<file path="src/design/soc_periph_pkg.sv">
`default_nettype none

package soc_periph_pkg;

    // ============================================================
    // Address views
    // ============================================================

    // RAM view: bits 31..28 pick the region, bits 21..2 index a 32-bit word
    typedef struct packed {
        logic [3:0]  region;
        logic [5:0]  unused;
        logic [19:0] word;
        logic [1:0]  byte_off;
    } ram_view_t;

    // Peripheral view: base, block select and register index
    typedef struct packed {
        logic [15:0] base;
        logic [3:0]  block;
        logic [7:0]  unused;
        logic [1:0]  reg_idx;
        logic [1:0]  byte_off;
    } periph_view_t;

    typedef union packed {
        ram_view_t    ram;
        periph_view_t periph;
    } periph_addr_u;

    localparam logic [3:0] GPIO_BLOCK = 4'd0;
    localparam logic [3:0] UART_BLOCK = 4'd1;

    // Register indexes
    localparam logic [1:0] GPIO_OUT_REG    = 2'd0;
    localparam logic [1:0] GPIO_IN_REG     = 2'd1;
    localparam logic [1:0] UART_DATA_REG   = 2'd0;
    localparam logic [1:0] UART_STATUS_REG = 2'd1;

    // Clocks per UART bit and the width of the bit timer
    localparam int CLKS_PER_BIT = 8;
    localparam int BAUD_W       = $clog2(CLKS_PER_BIT);

endpackage

`default_nettype wire

</file>
<file path="src/design/soc_bus_pkg.sv">
`default_nettype none

package soc_bus_pkg;

    // ============================================================
    // Processor side bus types
    // ============================================================

    typedef logic [31:0] bus_word_t;

    // One request on a port, valid only in the cycle that read or write is high
    typedef struct packed {
        logic [31:0] addr;
        bus_word_t   wrdata;
        logic [3:0]  byteen;
        logic        read;
        logic        write;
    } bus_req_t;

    // Read data is valid in the cycle that done pulses
    typedef struct packed {
        bus_word_t rddata;
        logic      done;
    } bus_rsp_t;

    // ============================================================
    // External asynchronous SRAM
    // ============================================================

    typedef struct packed {
        logic [19:0] addr;
        bus_word_t   wrdata;
        logic        data_oe;
        logic        ce_n;
        logic        oe_n;
        logic        we_n;
        logic [3:0]  be_n;
    } sram_pins_t;

    // Address map
    localparam logic [3:0]  RAM_REGION  = 4'h8;
    localparam logic [15:0] PERIPH_BASE = 16'hbfd0;

endpackage

`default_nettype wire
</file>
<file path="src/design/soc_subsystem.sv">
`timescale 1ns/10ps
`default_nettype none

module soc_subsystem
    import soc_bus_pkg::*;
(
    input  logic       clk,
    input  logic       rst_i,
    input  bus_req_t   ibus_req_i,
    output bus_rsp_t   ibus_rsp_o,
    input  bus_req_t   dbus_req_i,
    output bus_rsp_t   dbus_rsp_o,
    output sram_pins_t sram_o,
    input  bus_word_t  sram_data_i,
    input  bus_word_t  gpio_i,
    output bus_word_t  gpio_o,
    output logic       txd_o,
    output logic       uart_irq_o
);

    bus_req_t   ram_req;
    bus_rsp_t   ram_rsp;
    logic       gpio_wr;
    logic       uart_rd;
    logic       uart_wr;
    logic [1:0] reg_idx;
    bus_word_t  wrdata;
    bus_word_t  gpio_rddata;
    bus_word_t  uart_rddata;

    // ============================================================
    // Data bus decode and shared SRAM
    // ============================================================

    dbus_decoder i_dbus_decoder (
        .clk           (clk),
        .rst_i         (rst_i),
        .req_i         (dbus_req_i),
        .rsp_o         (dbus_rsp_o),
        .ram_req_o     (ram_req),
        .ram_rsp_i     (ram_rsp),
        .gpio_rd_o     (),
        .gpio_wr_o     (gpio_wr),
        .uart_rd_o     (uart_rd),
        .uart_wr_o     (uart_wr),
        .reg_idx_o     (reg_idx),
        .wrdata_o      (wrdata),
        .gpio_rddata_i (gpio_rddata),
        .uart_rddata_i (uart_rddata)
    );

    sram_port_sequencer i_sram_port_sequencer (
        .clk         (clk),
        .rst_i       (rst_i),
        .iport_req_i (ibus_req_i),
        .dport_req_i (ram_req),
        .iport_rsp_o (ibus_rsp_o),
        .dport_rsp_o (ram_rsp),
        .sram_o      (sram_o),
        .sram_data_i (sram_data_i)
    );

    // ============================================================
    // Peripherals
    // ============================================================

    gpio_regs i_gpio_regs (
        .clk       (clk),
        .rst_i     (rst_i),
        .wr_i      (gpio_wr),
        .reg_idx_i (reg_idx),
        .wrdata_i  (wrdata),
        .gpio_i    (gpio_i),
        .gpio_o    (gpio_o),
        .rddata_o  (gpio_rddata)
    );

    uart_tx i_uart_tx (
        .clk       (clk),
        .rst_i     (rst_i),
        .rd_i      (uart_rd),
        .wr_i      (uart_wr),
        .reg_idx_i (reg_idx),
        .wrdata_i  (wrdata),
        .rddata_o  (uart_rddata),
        .txd_o     (txd_o),
        .irq_o     (uart_irq_o)
    );

endmodule

`default_nettype wire

</file>
<file path="src/design/sram_port_sequencer.sv">
`timescale 1ns/10ps
`default_nettype none

module sram_port_sequencer
    import soc_bus_pkg::*;
    import soc_periph_pkg::*;
(
    input  logic       clk,
    input  logic       rst_i,
    input  bus_req_t   iport_req_i,
    input  bus_req_t   dport_req_i,
    output bus_rsp_t   iport_rsp_o,
    output bus_rsp_t   dport_rsp_o,
    output sram_pins_t sram_o,
    input  bus_word_t  sram_data_i
);

    typedef enum logic [1:0] {
        ST_GRANT,
        ST_DRIVE,
        ST_DONE
    } seq_state_t;

    seq_state_t   state_q;
    logic [1:0]   pend_q;
    logic [1:0]   pend_d;
    logic         i_new;
    logic         d_new;
    logic         cur_q;
    logic         pick_d;
    bus_req_t     ireq_q;
    bus_req_t     dreq_q;
    bus_req_t     acc_q;
    bus_word_t    rdata_q;
    periph_addr_u acc_addr;

    assign i_new = iport_req_i.read | iport_req_i.write;
    assign d_new = dport_req_i.read | dport_req_i.write;

    // Bit 0 is ibus and bit 1 is dbus. cur_q is high while dbus is in service
    // and keeps the last served port once the access is over
    assign pick_d = pend_q[1] & (~pend_q[0] | ~cur_q);

    always_comb begin
        pend_d = pend_q;
        if (state_q == ST_GRANT && |pend_q) begin
            pend_d[pick_d] = 1'b0;
        end
        if (i_new) begin
            pend_d[0] = 1'b1;
        end
        if (d_new) begin
            pend_d[1] = 1'b1;
        end
    end

    always_ff @(posedge clk) begin
        if (rst_i) begin
            state_q <= ST_GRANT;
            pend_q  <= '0;
            cur_q   <= 1'b1;
        end else begin
            pend_q <= pend_d;
            case (state_q)
                ST_GRANT: begin
                    if (|pend_q) begin
                        state_q <= ST_DRIVE;
                        cur_q   <= pick_d;
                    end
                end
                ST_DRIVE: state_q <= ST_DONE;
                default:  state_q <= ST_GRANT;
            endcase
        end
    end

    always_ff @(posedge clk) begin
        if (i_new) begin
            ireq_q <= iport_req_i;
        end
        if (d_new) begin
            dreq_q <= dport_req_i;
        end
        if (state_q == ST_GRANT) begin
            acc_q <= pick_d ? dreq_q : ireq_q;
        end
        // SRAM output has settled by the end of DRIVE
        if (state_q == ST_DRIVE) begin
            rdata_q <= sram_data_i;
        end
    end

    // ============================================================
    // SRAM pins, active only in DRIVE
    // ============================================================

    assign acc_addr = acc_q.addr;

    always_comb begin
        sram_o.addr    = acc_addr.ram.word;
        sram_o.wrdata  = acc_q.wrdata;
        sram_o.data_oe = 1'b0;
        sram_o.ce_n    = 1'b1;
        sram_o.oe_n    = 1'b1;
        sram_o.we_n    = 1'b1;
        sram_o.be_n    = 4'hf;
        if (state_q == ST_DRIVE) begin
            sram_o.ce_n = 1'b0;
            sram_o.be_n = ~acc_q.byteen;
            if (acc_q.write) begin
                sram_o.we_n    = 1'b0;
                sram_o.data_oe = 1'b1;
            end else begin
                sram_o.oe_n = 1'b0;
            end
        end
    end

    always_comb begin
        iport_rsp_o.rddata = rdata_q;
        iport_rsp_o.done   = (state_q == ST_DONE) && !cur_q;
        dport_rsp_o.rddata = rdata_q;
        dport_rsp_o.done   = (state_q == ST_DONE) && cur_q;
    end

    a_oe_we_excl: assert property (@(posedge clk) disable iff (rst_i)
        !(!sram_o.oe_n && !sram_o.we_n));

    a_done_excl: assert property (@(posedge clk) disable iff (rst_i)
        !(iport_rsp_o.done && dport_rsp_o.done));

endmodule

`default_nettype wire

</file>
<file path="src/design/dbus_decoder.sv">
`timescale 1ns/10ps
`default_nettype none

module dbus_decoder
    import soc_bus_pkg::*;
    import soc_periph_pkg::*;
(
    input  logic       clk,
    input  logic       rst_i,
    input  bus_req_t   req_i,
    output bus_rsp_t   rsp_o,
    output bus_req_t   ram_req_o,
    input  bus_rsp_t   ram_rsp_i,
    output logic       gpio_rd_o,
    output logic       gpio_wr_o,
    output logic       uart_rd_o,
    output logic       uart_wr_o,
    output logic [1:0] reg_idx_o,
    output bus_word_t  wrdata_o,
    input  bus_word_t  gpio_rddata_i,
    input  bus_word_t  uart_rddata_i
);

    periph_addr_u addr;
    logic         hit_ram;
    logic         hit_periph;
    logic         hit_gpio;
    logic         hit_uart;
    logic         local_req;
    logic         local_done_q;
    bus_word_t    local_data_d;
    bus_word_t    local_data_q;

    assign addr       = req_i.addr;
    assign hit_ram    = (addr.ram.region == RAM_REGION);
    assign hit_periph = (addr.periph.base == PERIPH_BASE);
    assign hit_gpio   = hit_periph && (addr.periph.block == GPIO_BLOCK);
    assign hit_uart   = hit_periph && (addr.periph.block == UART_BLOCK);

    // RAM requests go straight through to the sequencer data port
    always_comb begin
        ram_req_o       = req_i;
        ram_req_o.read  = req_i.read & hit_ram;
        ram_req_o.write = req_i.write & hit_ram;
    end

    assign gpio_rd_o = req_i.read & hit_gpio;
    assign gpio_wr_o = req_i.write & hit_gpio;
    assign uart_rd_o = req_i.read & hit_uart;
    assign uart_wr_o = req_i.write & hit_uart;
    assign reg_idx_o = addr.periph.reg_idx;
    assign wrdata_o  = req_i.wrdata;

    // Everything that is not RAM, unmapped included, answers one cycle later
    assign local_req = (req_i.read | req_i.write) & ~hit_ram;

    always_comb begin
        if (gpio_rd_o) begin
            local_data_d = gpio_rddata_i;
        end else if (uart_rd_o) begin
            local_data_d = uart_rddata_i;
        end else begin
            local_data_d = '0;
        end
    end

    always_ff @(posedge clk) begin
        if (rst_i) begin
            local_done_q <= 1'b0;
        end else begin
            local_done_q <= local_req;
        end
    end

    always_ff @(posedge clk) begin
        local_data_q <= local_data_d;
    end

    always_comb begin
        rsp_o.rddata = local_done_q ? local_data_q : ram_rsp_i.rddata;
        rsp_o.done   = local_done_q | ram_rsp_i.done;
    end

    a_one_target: assert property (@(posedge clk) disable iff (rst_i)
        $onehot0({ram_req_o.read, ram_req_o.write, gpio_rd_o, gpio_wr_o,
                  uart_rd_o, uart_wr_o}));

endmodule

`default_nettype wire

</file>
<file path="src/design/gpio_regs.sv">
`timescale 1ns/10ps
`default_nettype none

module gpio_regs
    import soc_bus_pkg::*;
    import soc_periph_pkg::*;
(
    input  logic       clk,
    input  logic       rst_i,
    input  logic       wr_i,
    input  logic [1:0] reg_idx_i,
    input  bus_word_t  wrdata_i,
    input  bus_word_t  gpio_i,
    output bus_word_t  gpio_o,
    output bus_word_t  rddata_o
);

    bus_word_t out_q;
    bus_word_t in_q;

    always_ff @(posedge clk) begin
        if (rst_i) begin
            out_q <= '0;
        end else if (wr_i && reg_idx_i == GPIO_OUT_REG) begin
            out_q <= wrdata_i;
        end
    end

    // Input pins are sampled every cycle, so a read sees them one clock late
    always_ff @(posedge clk) begin
        in_q <= gpio_i;
    end

    assign gpio_o = out_q;

    always_comb begin
        case (reg_idx_i)
            GPIO_OUT_REG: rddata_o = out_q;
            GPIO_IN_REG:  rddata_o = in_q;
            default:      rddata_o = '0;
        endcase
    end

endmodule

`default_nettype wire

</file>
<file path="src/design/uart_tx.sv">
`timescale 1ns/10ps
`default_nettype none

module uart_tx
    import soc_bus_pkg::*;
    import soc_periph_pkg::*;
(
    input  logic       clk,
    input  logic       rst_i,
    input  logic       rd_i,
    input  logic       wr_i,
    input  logic [1:0] reg_idx_i,
    input  bus_word_t  wrdata_i,
    output bus_word_t  rddata_o,
    output logic       txd_o,
    output logic       irq_o
);

    typedef enum logic [1:0] {
        TX_IDLE,
        TX_START,
        TX_DATA,
        TX_STOP
    } tx_state_t;

    tx_state_t  state_q;
    logic [7:0] shift_q;
    logic [2:0] bit_idx_q;
    logic       irq_q;
    logic       busy;
    logic       bit_tick;
    logic       data_wr;
    logic       status_rd;

    assign busy      = (state_q != TX_IDLE);
    assign data_wr   = wr_i && (reg_idx_i == UART_DATA_REG);
    assign status_rd = rd_i && (reg_idx_i == UART_STATUS_REG);

    baud_counter i_baud_counter (
        .clk        (clk),
        .rst_i      (rst_i),
        .run_i      (busy),
        .bit_tick_o (bit_tick)
    );

    // ============================================================
    // Frame FSM
    // ============================================================

    always_ff @(posedge clk) begin
        if (rst_i) begin
            state_q   <= TX_IDLE;
            bit_idx_q <= '0;
            irq_q     <= 1'b0;
        end else begin
            case (state_q)
                TX_IDLE: begin
                    if (data_wr) begin
                        state_q <= TX_START;
                    end
                end
                TX_START: begin
                    if (bit_tick) begin
                        state_q   <= TX_DATA;
                        bit_idx_q <= '0;
                    end
                end
                TX_DATA: begin
                    if (bit_tick) begin
                        bit_idx_q <= bit_idx_q + 1'b1;
                        if (bit_idx_q == 3'd7) begin
                            state_q <= TX_STOP;
                        end
                    end
                end
                default: begin
                    if (bit_tick) begin
                        state_q <= TX_IDLE;
                    end
                end
            endcase
            // A frame ending in the same cycle as a STATUS read keeps its irq
            if (status_rd) begin
                irq_q <= 1'b0;
            end
            if (state_q == TX_STOP && bit_tick) begin
                irq_q <= 1'b1;
            end
        end
    end

    always_ff @(posedge clk) begin
        if (state_q == TX_IDLE && data_wr) begin
            shift_q <= wrdata_i[7:0];
        end else if (state_q == TX_DATA && bit_tick) begin
            shift_q <= {1'b0, shift_q[7:1]};
        end
    end

    always_comb begin
        case (state_q)
            TX_START: txd_o = 1'b0;
            TX_DATA:  txd_o = shift_q[0];
            default:  txd_o = 1'b1;
        endcase
    end

    always_comb begin
        rddata_o = '0;
        if (reg_idx_i == UART_STATUS_REG) begin
            rddata_o[1:0] = {irq_q, busy};
        end
    end

    assign irq_o = irq_q;

endmodule

`default_nettype wire

</file>
<file path="src/design/baud_counter.sv">
`timescale 1ns/10ps
`default_nettype none

module baud_counter
    import soc_periph_pkg::*;
(
    input  logic clk,
    input  logic rst_i,
    input  logic run_i,
    output logic bit_tick_o
);

    logic [BAUD_W-1:0] cnt_q;
    logic              last;

    assign last = (int'(cnt_q) == CLKS_PER_BIT - 1);

    always_ff @(posedge clk) begin
        if (rst_i || !run_i || last) begin
            cnt_q <= '0;
        end else begin
            cnt_q <= cnt_q + 1'b1;
        end
    end

    // Tick in the last cycle of every bit
    assign bit_tick_o = run_i & last;

    a_cnt_range: assert property (@(posedge clk) disable iff (rst_i)
        int'(cnt_q) < CLKS_PER_BIT);

endmodule

`default_nettype wire

</file>
<file path="config.mk">
export PLATFORM = sky130hd
export DESIGN_NAME = soc_subsystem
export DESIGN_NICKNAME = d
export VERILOG_FILES = /design/src/design/soc_periph_pkg.sv /design/src/design/soc_bus_pkg.sv /design/src/design/soc_subsystem.sv /design/src/design/sram_port_sequencer.sv /design/src/design/dbus_decoder.sv /design/src/design/gpio_regs.sv /design/src/design/uart_tx.sv /design/src/design/baud_counter.sv
export SDC_FILE = /design/constraint.sdc
export NUM_CORES = 1
export LEC_CHECK = 0
export ABC_AREA = 1
export BUFFER_PORTS_ARGS = -buffer_cell sky130_fd_sc_hd__buf_2
export CAP_MARGIN = 20
export CORE_UTILIZATION = 46
export DETAILED_ROUTE_END_ITERATION = 10
export GPL_TIMING_DRIVEN = 0
export PLACE_DENSITY = 0.76
export SETUP_SLACK_MARGIN = 0.4
export SKIP_LAST_GASP = 1
export SLEW_MARGIN = 20
export SYNTH_ARGS = -nofsm -noshare
export SYNTH_HDL_FRONTEND = slang
export SYNTH_SLANG_ARGS = --single-unit
export TNS_END_PERCENT = 10
</file>
<file path="constraint.sdc">
create_clock -name clk -period 4.3 [get_ports clk]
set_input_delay 0.86 -clock clk [delete_from_list [all_inputs] [get_ports clk]]
set_output_delay 0.86 -clock clk [all_outputs]
set_load 0.01 [all_outputs]
</file>
After elaboration in Yosys (flattened, before gate mapping)
Index checks and enable logic that the tools add are counted.
Word-level totals
  output and inout bits: 160
  bits in registers: 330
Operators by class
  magnitude comparators: 2
  add/subtract/negate cells: 2
  bitwise logic cells: 20
  multiplexer cells: 30
  reduce and logical (&&, ||, !) cells: 31
  equality and inequality tests: 16
Operators by type and width (count)
  32-bit two-way mux: 2
  32-bit one-hot mux with 2 select lines: 1
  60-bit two-way mux: 1
  8-bit two-way mux: 3
  2-bit two-way mux: 9
  16-bit equality test (second input constant): 1
  2-bit nonzero test: 7
  1-bit logical AND: 12
  2-bit by 1-bit != test with 1-bit output (second input constant): 5
  1-bit AND: 9
  1-bit two-way mux: 7
  3-bit by 1-bit adder with 3-bit output (second input constant): 2
  2-bit by 1-bit equality test with 1-bit output (second input constant): 3
  2-bit equality test (second input constant): 3
  2-bit logical NOT: 3
  3-bit two-way mux: 2
  2-bit one-hot mux with 3 select lines: 1
  3-bit one-hot mux with 2 select lines: 1
  1-bit bitwise OR: 5
  5-bit AND reduction: 1
  4-bit by 1-bit equality test with 1-bit output (second input constant): 1
  4-bit equality test (second input constant): 1
  4-bit logical NOT: 1
  4-bit NOT: 1
  other kinds (15): 19

Depth between registers and ports, before layout
Gate-level depths: netlist of run 1.
  word-level depth: 11
  gate-level depth with buffers: 10

Modules after synthesis
A second synthesis of run 1 with hierarchy kept.
Unflattened totals
  cell total of the unflattened synthesis: 1460
  area, all modules: 14202.4 um^2
By module, submodules not included
  sram_port_sequencer: cells each 522, area each 7823.8 um^2, sequential area each 6195.9 um^2, instances 1
  dbus_decoder: cells each 449, area each 2706.3 um^2, sequential area each 660.6 um^2, instances 1
  gpio_regs: cells each 350, area each 2529.9 um^2, sequential area each 1281.2 um^2, instances 1
  uart_tx: cells each 124, area each 1013.5 um^2, sequential area each 360.3 um^2, instances 1
  baud_counter: cells each 15, area each 128.9 um^2, sequential area each 60.1 um^2, instances 1

Worst setup path before layout of run 1
No wires, ideal clock.
  kind: input-to-reg
  start point: input port dbus_req_i[68] (netlist bit)
  end point: register i_sram_port_sequencer.dreq_q[0] (netlist bit), enable pin
  stages on the path: 5
  slack: 208 ps
  data arrival time: 3619 ps
  required time: 3827 ps
  path buffers: 0
  library setup time: 473 ps
  cell sequence: inv_1 > nand2_1 > nor3_1 > inv_1 > nor2_1
Between the ends
  word-level cells in the longest chain between the ends: 3
  elaborated cells on any way between the ends: 4
RTL lines
  start, declared: RTL line soc_subsystem.sv:11  | input bus_req_t dbus_req_i,
  4-bit equality test *: RTL line dbus_decoder.sv:35  | assign hit_ram = (addr.ram.region == RAM_REGION);
  1-bit AND, on equally long branches: RTL line dbus_decoder.sv:43, dbus_decoder.sv:44
  1-bit bitwise OR *: RTL line sram_port_sequencer.sv:38  | assign d_new = dport_req_i.read | dport_req_i.write;
  net i_sram_port_sequencer.d_new: RTL line sram_port_sequencer.sv:28  | logic d_new;
  end signal, assigned: RTL line sram_port_sequencer.sv:82  | dreq_q <= dport_req_i;
  end, declared: RTL line sram_port_sequencer.sv:32  | bus_req_t dreq_q;
Mark *: on every way through the listed nets, which the timed path passes. The rest lies on a longest branch.
A chain may end at the register's enable or synchronous reset.

==> results of run 1 <==
[routing by layer]
layer  up-vias  GRT usage  routed length [µm]
li1       4232          -                   -
met1      3995      0.287               12300
met2       347      0.393               14900
met3        51     0.0481                2260
met4         0     0.0765                 711
met5         -          0                   0
[cells by family after synthesis]
group                    count (synthesis)  share of synthesized area
AO/OA/AOI/OAI                           56                     0.0242
adder cells (fa/ha/maj)                  8                    0.00844
buffers and inverters                  164                     0.0694
flip-flops                             322                      0.721
AND/OR/NAND/NOR                        542                      0.177
[layout by cell type, fill, tap and decap left out]
master	netlist	routed
nand2_1	437	437
buf_2	10	360
edfxtp_1	211	211
dfxtp_1	111	111
nor2_1	90	87
inv_1	72	71
buf_4	52	52
a21oi_1	38	38
clkbuf_16	0	38
clkbuf_1	28	35
o21ai_0	15	15
clkbuf_8	0	10
ha_1	8	8
nor2_4	2	5
nand3_1	5	5
buf_12	0	5
clkinv_2	0	4
buf_1	2	2
nand4_1	2	2
nor3_1	2	2
nor3_2	1	1
nand3_2	1	1
nor2_2	1	1
inv_4	0	1
nand4_4	1	1
o211ai_1	1	1
o21a_1	1	1
a31oi_1	1	1
clkinv_1	0	1
bufinv_16	0	1
clkinv_4	0	1
buf_16	0	1
[worst max-delay path, stage by stage (launching register included)]
cell,delay [ns]
dfxtp_1,0.30
clkbuf_1,0.19
inv_1,0.27
clkbuf_1,0.51
nand2_1,0.20
nand2_1,0.11
buf_2,0.13
[synth_stat cells, drive strengths merged]
cell type,number,share of area
nor2,93,0.031
clkbuf,28,0.0089
inv,72,0.023
a21oi,38,0.016
dfxtp,111,0.19
nand3,6,0.0030
edfxtp,211,0.53
o211ai,1,0.00063
o21a,1,0.00063
o21ai,15,0.0063
buf,64,0.038
nor3,3,0.0017
ha,8,0.0084
a31oi,1,0.00053
nand2,437,0.14
nand4,3,0.0028
[through the flow]
stage | setup TNS [ns] | worst slack (ns) | power, mW | utilization
after floorplan | 0 | 0.354 | 3.88 | -
after global routing | 0 | 1.09 | 7.32 | 0.608
final | 0 | 1.23 | 7.08 | 0.608
after detailed placement | 0 | 1.64 | 4.16 | 0.562
after global placement | -40.49 | -1.57 | 4.14 | 0.556
after CTS | 0 | 1.14 | 7.15 | 0.608
[where the power goes]
part           switching (mW)  internal [mW]
logic                   0.297          0.253
clock network            1.15           1.84
registers              0.0511           3.49
total                    1.50           5.58
[worst max-delay path by stage]
stage	startpoint	to	slack [ns]	cells past startpoint
2_1_floorplan	i_sram_port_sequencer.state_q[1]$_SDFFE_PP0P_	i_sram_port_sequencer.pend_q[0]$_SDFFE_PP0P_	0.35	4
3_3_place_gp	i_sram_port_sequencer.state_q[1]$_SDFFE_PP0P_	i_sram_port_sequencer.pend_q[0]$_SDFFE_PP0P_	-1.57	4
3_5_place_dp	dbus_req_i[40]	i_uart_tx.shift_q[7]$_SDFFCE_PP0P_	1.64	7
4_1_cts	i_dbus_decoder.local_done_q$_SDFF_PP0_	dbus_rsp_o[13]	1.14	6
5_1_grt	i_dbus_decoder.local_done_q$_SDFF_PP0_	dbus_rsp_o[13]	1.09	6
6_report	i_dbus_decoder.local_done_q$_SDFF_PP0_	dbus_rsp_o[13]	1.23	6
[layout make-up]
| class | instances | area [µm²] | area share |
|---|---|---|---|
| sequential | 322 | 8560 | 0.557 |
| clock inverter | 7 | 62.6 | 0.00407 |
| multi-input combinational | 606 | 2500 | 0.163 |
| buffer | 92 | 553 | 0.0360 |
| clock buffer | 55 | 1110 | 0.0726 |
| timing repair buffer | 356 | 1880 | 0.122 |
| tap | 330 | 413 | 0.0269 |
| inverter | 72 | 273 | 0.0178 |
[flip-flops by register name, summed over array words and instances (netlist names)]
register,count
i_sram_port_sequencer.pend_q,2
i_uart_tx.state_q,2
i_sram_port_sequencer.sram_o,32
i_uart_tx.i_baud_counter.cnt_q,3
i_sram_port_sequencer.acc_addr,20
i_sram_port_sequencer.ireq_q,57
i_dbus_decoder.local_data_q,32
i_uart_tx.shift_q,8
i_sram_port_sequencer.acc_q,5
i_dbus_decoder.local_done_q,1
i_gpio_regs.gpio_o,32
i_sram_port_sequencer.rdata_q,32
i_uart_tx.bit_idx_q,3
i_gpio_regs.in_q,32
i_sram_port_sequencer.state_q,2
i_sram_port_sequencer.cur_q,1
i_sram_port_sequencer.dreq_q,57
i_uart_tx.irq_o,1
==> impl_metrics.yaml, run 1 <==
outcome:
  outcome: "completed"
die:
  start_util: 0.470
  die-area_um2: 26400
  design.core.area_um2: 25300
  ioPinCount: 366
  fp-row-count: 58
  die_w_um: 163
  die_h_um: 163
synth:
  ys_types: 23
  synth_nets: 1306
  yosysWarnings: 0
  syn-instance-count: 1092
  syn_area_um2: 11900
  synth-seq-area-share: 0.721
  syn_avg_cell_area_um2: 10.9
  ys_ff_latch: 322
timing:
  relSlewSlack: 0.484
  clock.fmax_mhz: 326
  drv_slew: 0
  fin_skew_ns: 0.0107
  rsz0062_at_grt: "no"
  setup_viol: 0
  hold_ws_ns: 0.427
  worst_pin_slew_ns: 0.771
  min_period_ns: 3.07
  finalCritPeriodShare: 0.713
  finalHoldViolCount: 0
drt:
  first_pass_iters: 5
  routed_wl_um: 30200
  via_per_inst: 4.69
  post-route-drc-count: 0
  ant_nets: 0
  vias: 8625
  drtIter0Drc: 609
  wire_per_inst_um: 16.4
worst_setup_path:
  start_kind: "flip-flop"
  critPathRequiredTime_ns: 3.44
  reg2regPathDepth: 8
  arrival_ns: 2.21
  ff2ff_setup_slack_ns: 2.17
  cp-end-kind: "primary output"
  critical_path_class: "reg2out"
  path_max_fanout: 10
  reg2reg_from: "i_sram_port_sequencer.cur_q$_SDFFE_PP1P_"
  reg2reg_to: "i_sram_port_sequencer.acc_addr[6]$_DFFE_PP_"
cells_and_area:
  design_area_um2: 15400
  fin_cells: 1840
  final.fill_count: 2046
  layout-drive-gt1-share: 0.319
  antenna_cells: 0
  syn2layout_area_growth_pct: 29.5
  fin_nets: 1698
grt:
  grt_overflow: 0
  antenna_found_initial: 0
  grt_pass1_vias: 8556
  grt_max_degree: 34
  grtUsageTotal: 0.229
  grt_pass1_wl_um: 45400
clock_network:
  clockRootBuffer: "clkbuf_16"
  cts_hold_buf: 0
  insertion_delay_ns: 0.50
  post-cts-setup-buffers: 0
  numCtsBuffers: 34
  post_cts_resized: 0
  clkTransAtPathRegs_ns: 0.06
  cts.path.max_buffers: 3
  cts_sinks: 322
  tritoncts: "built"
  h-tree-depth: 2
hold_path:
  worstHoldPathCells: 1
  worstHoldStart: "i_uart_tx.i_baud_counter.cnt_q[0]$_SDFF_PP0_"
  worstHoldPathType: "reg2reg"
  min_to: "i_uart_tx.i_baud_counter.cnt_q[0]$_SDFF_PP0_"
power:
  p_per_area_nw_per_um2: 461
  peakVddDrop_uv: 336
  p_leak_nw: 7.07
flow_run:
  cap_viol_max_count: 0
placed_design:
  dpl.cell_count: 1778
  numPortBuffers: 350
  place_area_um2: 14200
  gp_congestion: 0.874
  dp_hpwl_um: 22000
No activity file was read; power rests on OpenSTA's default activity.
==> run 2, diff against run 1 <==
Clock period 4.3 ns to 2.7 ns, I/O delays scaled along.
==> run 2 against run 1 <==
Non-clock buffer count up 4. First-iteration DRC count is 1.5% lower. Clock-buffer cell count is the same. Register-to-register slack lost 1.5 ns. Highest routed layer unchanged. Sequential share of layout area is 0.14 points lower. Clock skew about the same.
==> impl_metrics.yaml, run 2 (synthesis gave the netlist of run 1 again) <==
worst_setup_path:
  reg2reg_from: "i_uart_tx.state_q[1]$_SDFFE_PP0P_"
  reg2reg_to: "i_uart_tx.shift_q[4]$_DFFE_PP_"
  path_max_fanout: 11
  cp_slowest_cell: "dfxtp_1"
  reg2regPathDepth: 7
  startpoint: "i_sram_port_sequencer.state_q[0]$_SDFFE_PP0P_"
  cp-end-kind: "primary output"
  critical_path_class: "reg2out"
  crit_buf_inv: 5
  critPathRequiredTime_ns: 2.16
  max_stage_delay_ns: 0.37
  ff2ff_setup_slack_ns: 0.70
  path_common_cell: "inv_1"
  start_kind: "flip-flop"
  worstPathCellList: "inv_1, nor2_4, clkbuf_16, inv_1, nor2_1, inv_1, buf_2"
  arrival_ns: 1.70
  cpLargestDelayFamily: "buffers and inverters"
cells_and_area:
  reg.largest.list: "i_sram_port_sequencer.dreq_q x57, i_sram_port_sequencer.ireq_q x57"
  final.fill_count: 2032
  fin_cells: 1847
  final_common_cell: "nand2_1"
  syn2layout_area_growth_pct: 29.8
  fin_nets: 1702
  layout_common_cells: "nand2_1 (437), buf_2 (360), edfxtp_1 (211)"
  layout-drive-gt1-share: 0.325
timing:
  clock.fmax_mhz: 446
  drv_slew: 0
  setup_viol: 0
  finalHoldViolCount: 0
  fin_skew_ns: 0.0104
  fin_ws_ns: 0.459
  min_period_ns: 2.24
  relSlewSlack: 0.471
  rsz0062_at_grt: "yes"
  worst_pin_slew_ns: 0.791
  finalCritPeriodShare: 0.830
hold_path:
  worstHoldStart: "gpio_i[22]"
  worstHoldPathCells: 1
  min_to: "i_gpio_regs.in_q[22]$_DFF_P_"
  worstHoldPathType: "in2reg"
drt:
  wire_per_inst_um: 16.7
  ant_nets: 0
  via_per_inst: 4.70
  routed_wl_um: 30800
  post-route-drc-count: 0
  vias: 8687
  drtIter0Drc: 600
  first_pass_iters: 5
power:
  finalPower_mw: 11.2
  p_per_area_nw_per_um2: 725
  p_leak_nw: 7.09
  peakVddDrop_uv: 552
die:
  die_h_um: 163
  design.core.area_um2: 25300
  ioPinCount: 366
  start_util: 0.470
  die_w_um: 163
  die-area_um2: 26400
  fp-row-count: 58
clock_network:
  insertion_delay_ns: 0.50
  cts_hold_buf: 0
  tritoncts: "built"
  h-tree-depth: 2
  clockRootBuffer: "clkbuf_16"
  cts_sinks: 322
  cts.path.max_buffers: 3
  numCtsBuffers: 34
  clkTransAtPathRegs_ns: 0.06
outcome:
  outcome: "completed"
flow_run:
  cap_viol_max_count: 0
grt:
  grt_pass1_wl_um: 45700
  antenna_found_initial: 3
  grt_pass1_vias: 8569
  grtUsageTotal: 0.230
  grt_overflow: 0
  grt_max_degree: 34
placed_design:
  numPortBuffers: 350
  dpl.cell_count: 1778
  dp_slack_ns: 0.286
  dp_hpwl_um: 22300
  gp_congestion: 0.850
run 2: changes by cell type in the layout (fill, tap and decap cells not counted), moves of 2 or more:
cell and change:
buf_4 +5, clkbuf_1 -3, clkbuf_2 +3, clkbuf_8 -3
diode_2 +3, buf_12 -2, buf_6 +2
run 2: stage by stage:
step           hold WS, ns  setup TNS (ns)   util  instance area (µm²)
6_report             0.139               0  0.610                15400
4_1_cts              0.120               0  0.608                15400
2_1_floorplan        0.399               0      -                11900
3_5_place_dp         0.424               0  0.562                14200
5_1_grt              0.120               0  0.610                15400
3_3_place_gp         0.407          -33.55  0.556                14000
run 2: layer usage:
layer / global-route usage / vias up / routed length [µm]
li1: - / 4248 / -
met3: 0.0441 / 62 / 2300
met5: 0 / - / 0
met2: 0.402 / 371 / 15200
met4: 0.0790 / 0 / 772
met1: 0.285 / 4006 / 12500
run 2: repair_timing:
item                       in CTS  in global routing
setup buffers                   2                  1
resized for setup              11                 12
gates cloned                    0                  1
setup endpoints to repair      40                 27
pin swaps                       1                  1
run 2: layout make-up:
type,instances,area [µm²],area share
sequential,322,8560,0.556
inverter,72,277,0.0180
antenna,3,7.51,0.000488
clock inverter,7,62.6,0.00406
clock buffer,55,1060,0.0691
multi-input combinational,606,2510,0.163
buffer,92,583,0.0379
tap,330,413,0.0268
timing repair buffer,360,1930,0.125
run 2: power breakdown:
group,total [mW],internal (mW),switching [mW]
combinational,0.899,0.417,0.482
sequential,5.65,5.56,0.0821
clock,4.61,2.80,1.82
total,11.2,8.78,2.38
run 2: worst reg2reg max path: cells and delay by family (launching register included):
family | cells | cell delay [ns]
buffers and inverters | 3 | 0.44
AND/OR/NAND/NOR | 3 | 0.72
flip-flops | 1 | 0.33
adder cells (fa/ha/maj) | 1 | 0.17
run 2: worst max-delay path by stage:
stage / end / slack [ns] / cells after the start
after floorplan: sram_o[4] / 0.1 / 5
after global placement: sram_o[4] / -0.62 / 6
after detailed placement: i_sram_port_sequencer.dreq_q[18]$_DFFE_PP_ / 0.29 / 8
after CTS: dbus_rsp_o[13] / 0.36 / 6
after global routing: sram_o[4] / 0.38 / 7
final: sram_o[4] / 0.46 / 7
==> run 3, diff against run 2 <==
Settings changed: ABC_AREA 1 to 0, CORE_UTILIZATION 46 to 50, PLACE_DENSITY 0.76 to 0.78.
Clock period 2.7 ns to 2.2 ns, I/O delays scaled along.
==> run 3 against run 2 <==
Register-to-register slack got worse by 0.41 ns. Die area fell by 8.7%. Clock-buffer cell count fell by 9. Sequential cell count did not move. Critical endpoint is now dbus_rsp_o[11]. Clock power rose by 24%. Core utilization rose by 8.5 points. Largest power group unchanged. Non-clock buffer count rose by 11. Clock skew rose by 0.0057 ns. Sequential power rose by 22%. Combinational power rose by 35%. Highest routed layer is now met5. Synthesized area fell by 0.90%.
==> impl_metrics.yaml, run 3 <==
worst_setup_path:
  cp-end-kind: "primary output"
  endpoint: "dbus_rsp_o[11]"
  critical_path_class: "reg2out"
  reg2reg_from: "i_sram_port_sequencer.cur_q$_SDFFE_PP1P_"
  start_kind: "flip-flop"
  reg2reg_to: "i_sram_port_sequencer.sram_o[20]$_DFFE_PP_"
  arrival_ns: 1.64
  critPathRequiredTime_ns: 1.76
  path_max_fanout: 8
  reg2regPathDepth: 5
  startpoint: "i_dbus_decoder.local_done_q$_SDFF_PP0_"
  ff2ff_setup_slack_ns: 0.29
synth:
  synth_top_area_share: 0.539
  syn-instance-count: 763
  synth-edff-count: 211
  synth_nets: 977
  syn_avg_cell_area_um2: 15.4
  synthFlopType: "edfxtp_1"
  ys_ff_latch: 322
  synthTopCellsByArea: "edfxtp_1 (54%), dfxtp_1 (19%), mux2_2 (9.2%)"
  syn_area_um2: 11800
  ys_top_cells_by_count: "edfxtp_1 (211), dfxtp_1 (111), mux2_2 (96)"
  synth_top_cell_by_area: "edfxtp_1"
  yosysWarnings: 0
  synth-seq-area-share: 0.728
  yosysMostFrequentCell: "edfxtp_1"
  ys_types: 38
  async_flop_share: 0
power:
  peakVddDrop_uv: 645
  switching_share: 0.211
  seq_power_share: 0.499
  p_switching_mw: 2.93
  clock_power_share: 0.413
  p_comb_frac: 0.087
  p_per_area_nw_per_um2: 873
  p_leak_nw: 6.56
  p_int_mw: 10.9
  finalPower_mw: 13.9
clock_network:
  cts_sinks: 322
  numCtsBuffers: 35
  insertion_delay_ns: 0.51
  h-tree-depth: 2
  tritoncts: "built"
  cts.path.max_buffers: 3
  clkTransAtPathRegs_ns: 0.06
  clockRootBuffer: "clkbuf_16"
die:
  die_h_um: 155
  ioPinCount: 366
  fp-row-count: 55
  start_util: 0.515
  die-area_um2: 24100
  design.core.area_um2: 22800
  die_w_um: 155
flow_run:
  cap_viol_max_count: 0
cells_and_area:
  layout-drive-gt1-share: 0.525
  layout_common_cells: "buf_2 (328), edfxtp_1 (211), dfxtp_1 (107)"
  syn2layout_area_growth_pct: 35.1
  fin_nets: 1388
  final_common_cell: "buf_2"
  fin_cells: 1516
  reg.largest.list: "i_sram_port_sequencer.dreq_q x57, i_sram_port_sequencer.ireq_q x57"
grt:
  grt_pass1_vias: 7590
  grt_pass1_wl_um: 42500
  antenna_found_initial: 5
  grt_max_degree: 34
  grtUsageTotal: 0.235
  grt_overflow: 0
drt:
  via_per_inst: 5.01
  routed_wl_um: 29300
  first_pass_iters: 5
  vias: 7590
  post-route-drc-count: 0
  drtIter0Drc: 340
  wire_per_inst_um: 19.4
  ant_nets: 0
timing:
  relSlewSlack: 0.401
  fin_skew_ns: 0.0162
  clock.fmax_mhz: 482
  finalCritPeriodShare: 0.943
  setup_viol: 0
  finalHoldViolCount: 0
  worst_pin_slew_ns: 0.898
  drv_slew: 0
  tns_ns: 0
  min_period_ns: 2.08
  rsz0062_at_grt: "yes"
  hold_ws_ns: 0.0354
placed_design:
  numPortBuffers: 351
  dpl.cell_count: 1433
  gp_congestion: 0.802
  dp_hpwl_um: 20400
hold_path:
  worstHoldPathType: "in2reg"
outcome:
  outcome: "completed"
[run 3: changes by cell type in the layout (fill, tap and decap cells not counted), moves of 32 or more]
cell,previous run,this run
mux2i_1,0,35
nor2_1,86,32
nand2_1,437,12
inv_1,70,6
buf_2,360,328
mux2_2,0,75
[run 3: per-stage QoR]
step | instance area (µm²) | setup WS (ns) | util
6_report | 15900 | 0.125 | 0.695
5_1_grt | 15900 | 0.0926 | 0.695
4_1_cts | 15600 | 0.105 | 0.682
3_5_place_dp | 14100 | -0.851 | 0.617
3_3_place_gp | 14000 | -0.828 | 0.611
2_1_floorplan | 11800 | -0.0196 | -
[run 3: power by group through the flow]
stage / clock [mW] / combinational, mW / sequential [mW]
after global routing: 6.04 / 1.29 / 6.95
after global placement: 0 / 1.04 / 7.04
after CTS: 5.82 / 1.19 / 6.92
after floorplan: 0 / 0.564 / 7.03
final: 5.73 / 1.21 / 6.92
after detailed placement: 0 / 1.09 / 7.05
[run 3: worst min path at each step]
stage                                                       startpoint                                      endpoint  slack (ns)  depth (start not counted)
after detailed placement  i_uart_tx.i_baud_counter.cnt_q[0]$_SDFF_PP0_  i_uart_tx.i_baud_counter.cnt_q[0]$_SDFF_PP0_        0.42                          1
after global routing                                        gpio_i[15]                  i_gpio_regs.in_q[15]$_DFF_P_        0.02                          1
after CTS                                                   gpio_i[15]                  i_gpio_regs.in_q[15]$_DFF_P_        0.02                          1
after floorplan           i_uart_tx.i_baud_counter.cnt_q[0]$_SDFF_PP0_  i_uart_tx.i_baud_counter.cnt_q[0]$_SDFF_PP0_        0.41                          1
after global placement    i_uart_tx.i_baud_counter.cnt_q[0]$_SDFF_PP0_  i_uart_tx.i_baud_counter.cnt_q[0]$_SDFF_PP0_        0.42                          1
final                                                       gpio_i[13]                  i_gpio_regs.in_q[13]$_DFF_P_        0.04                          1
[run 3: cell families after synthesis]
kind of cell	count (synthesis)	share of synthesized area
fa+ha+maj	8	0.00851
flops	322	0.728
buf+inv	98	0.0504
mux	131	0.122
compound gates	82	0.0371
simple gates	122	0.0543
[run 3: critical path, stage by stage (launching register included)]
cell and delay (ns):
dfxtp_2 0.33, clkbuf_16 0.18, clkbuf_16 0.18, mux2_4 0.32, buf_6 0.13
[run 3: cell type report]
class	count	area, µm²
Multi-Input combinational cell	343	2790
Timing Repair Buffer	374	2250
Inverter	9	38.8
Sequential cell	322	8570
Fill cell	1576	6960
Clock buffer	46	1000
Clock inverter	16	136
Buffer	89	707
Antenna cell	4	10.0
Tap cell	313	392
[run 3: routing by layer]
metal	wire, µm	track usage	vias to the layer above	share of wire
met5	13	0	-	0.00044
met4	730	0.0742	2	0.025
met3	2170	0.0568	58	0.074
met2	14900	0.413	322	0.51
met1	11500	0.285	3636	0.39
li1	-	-	3572	-
[run 3: timing repair]
item,in CTS,in global routing
setup endpoints to repair,183,207
cloned,3,2
endpoints found under the hold margin,0,0
hold buffers,0,0
buffers inserted,3,9
resized for setup,58,73
pin swaps,2,11
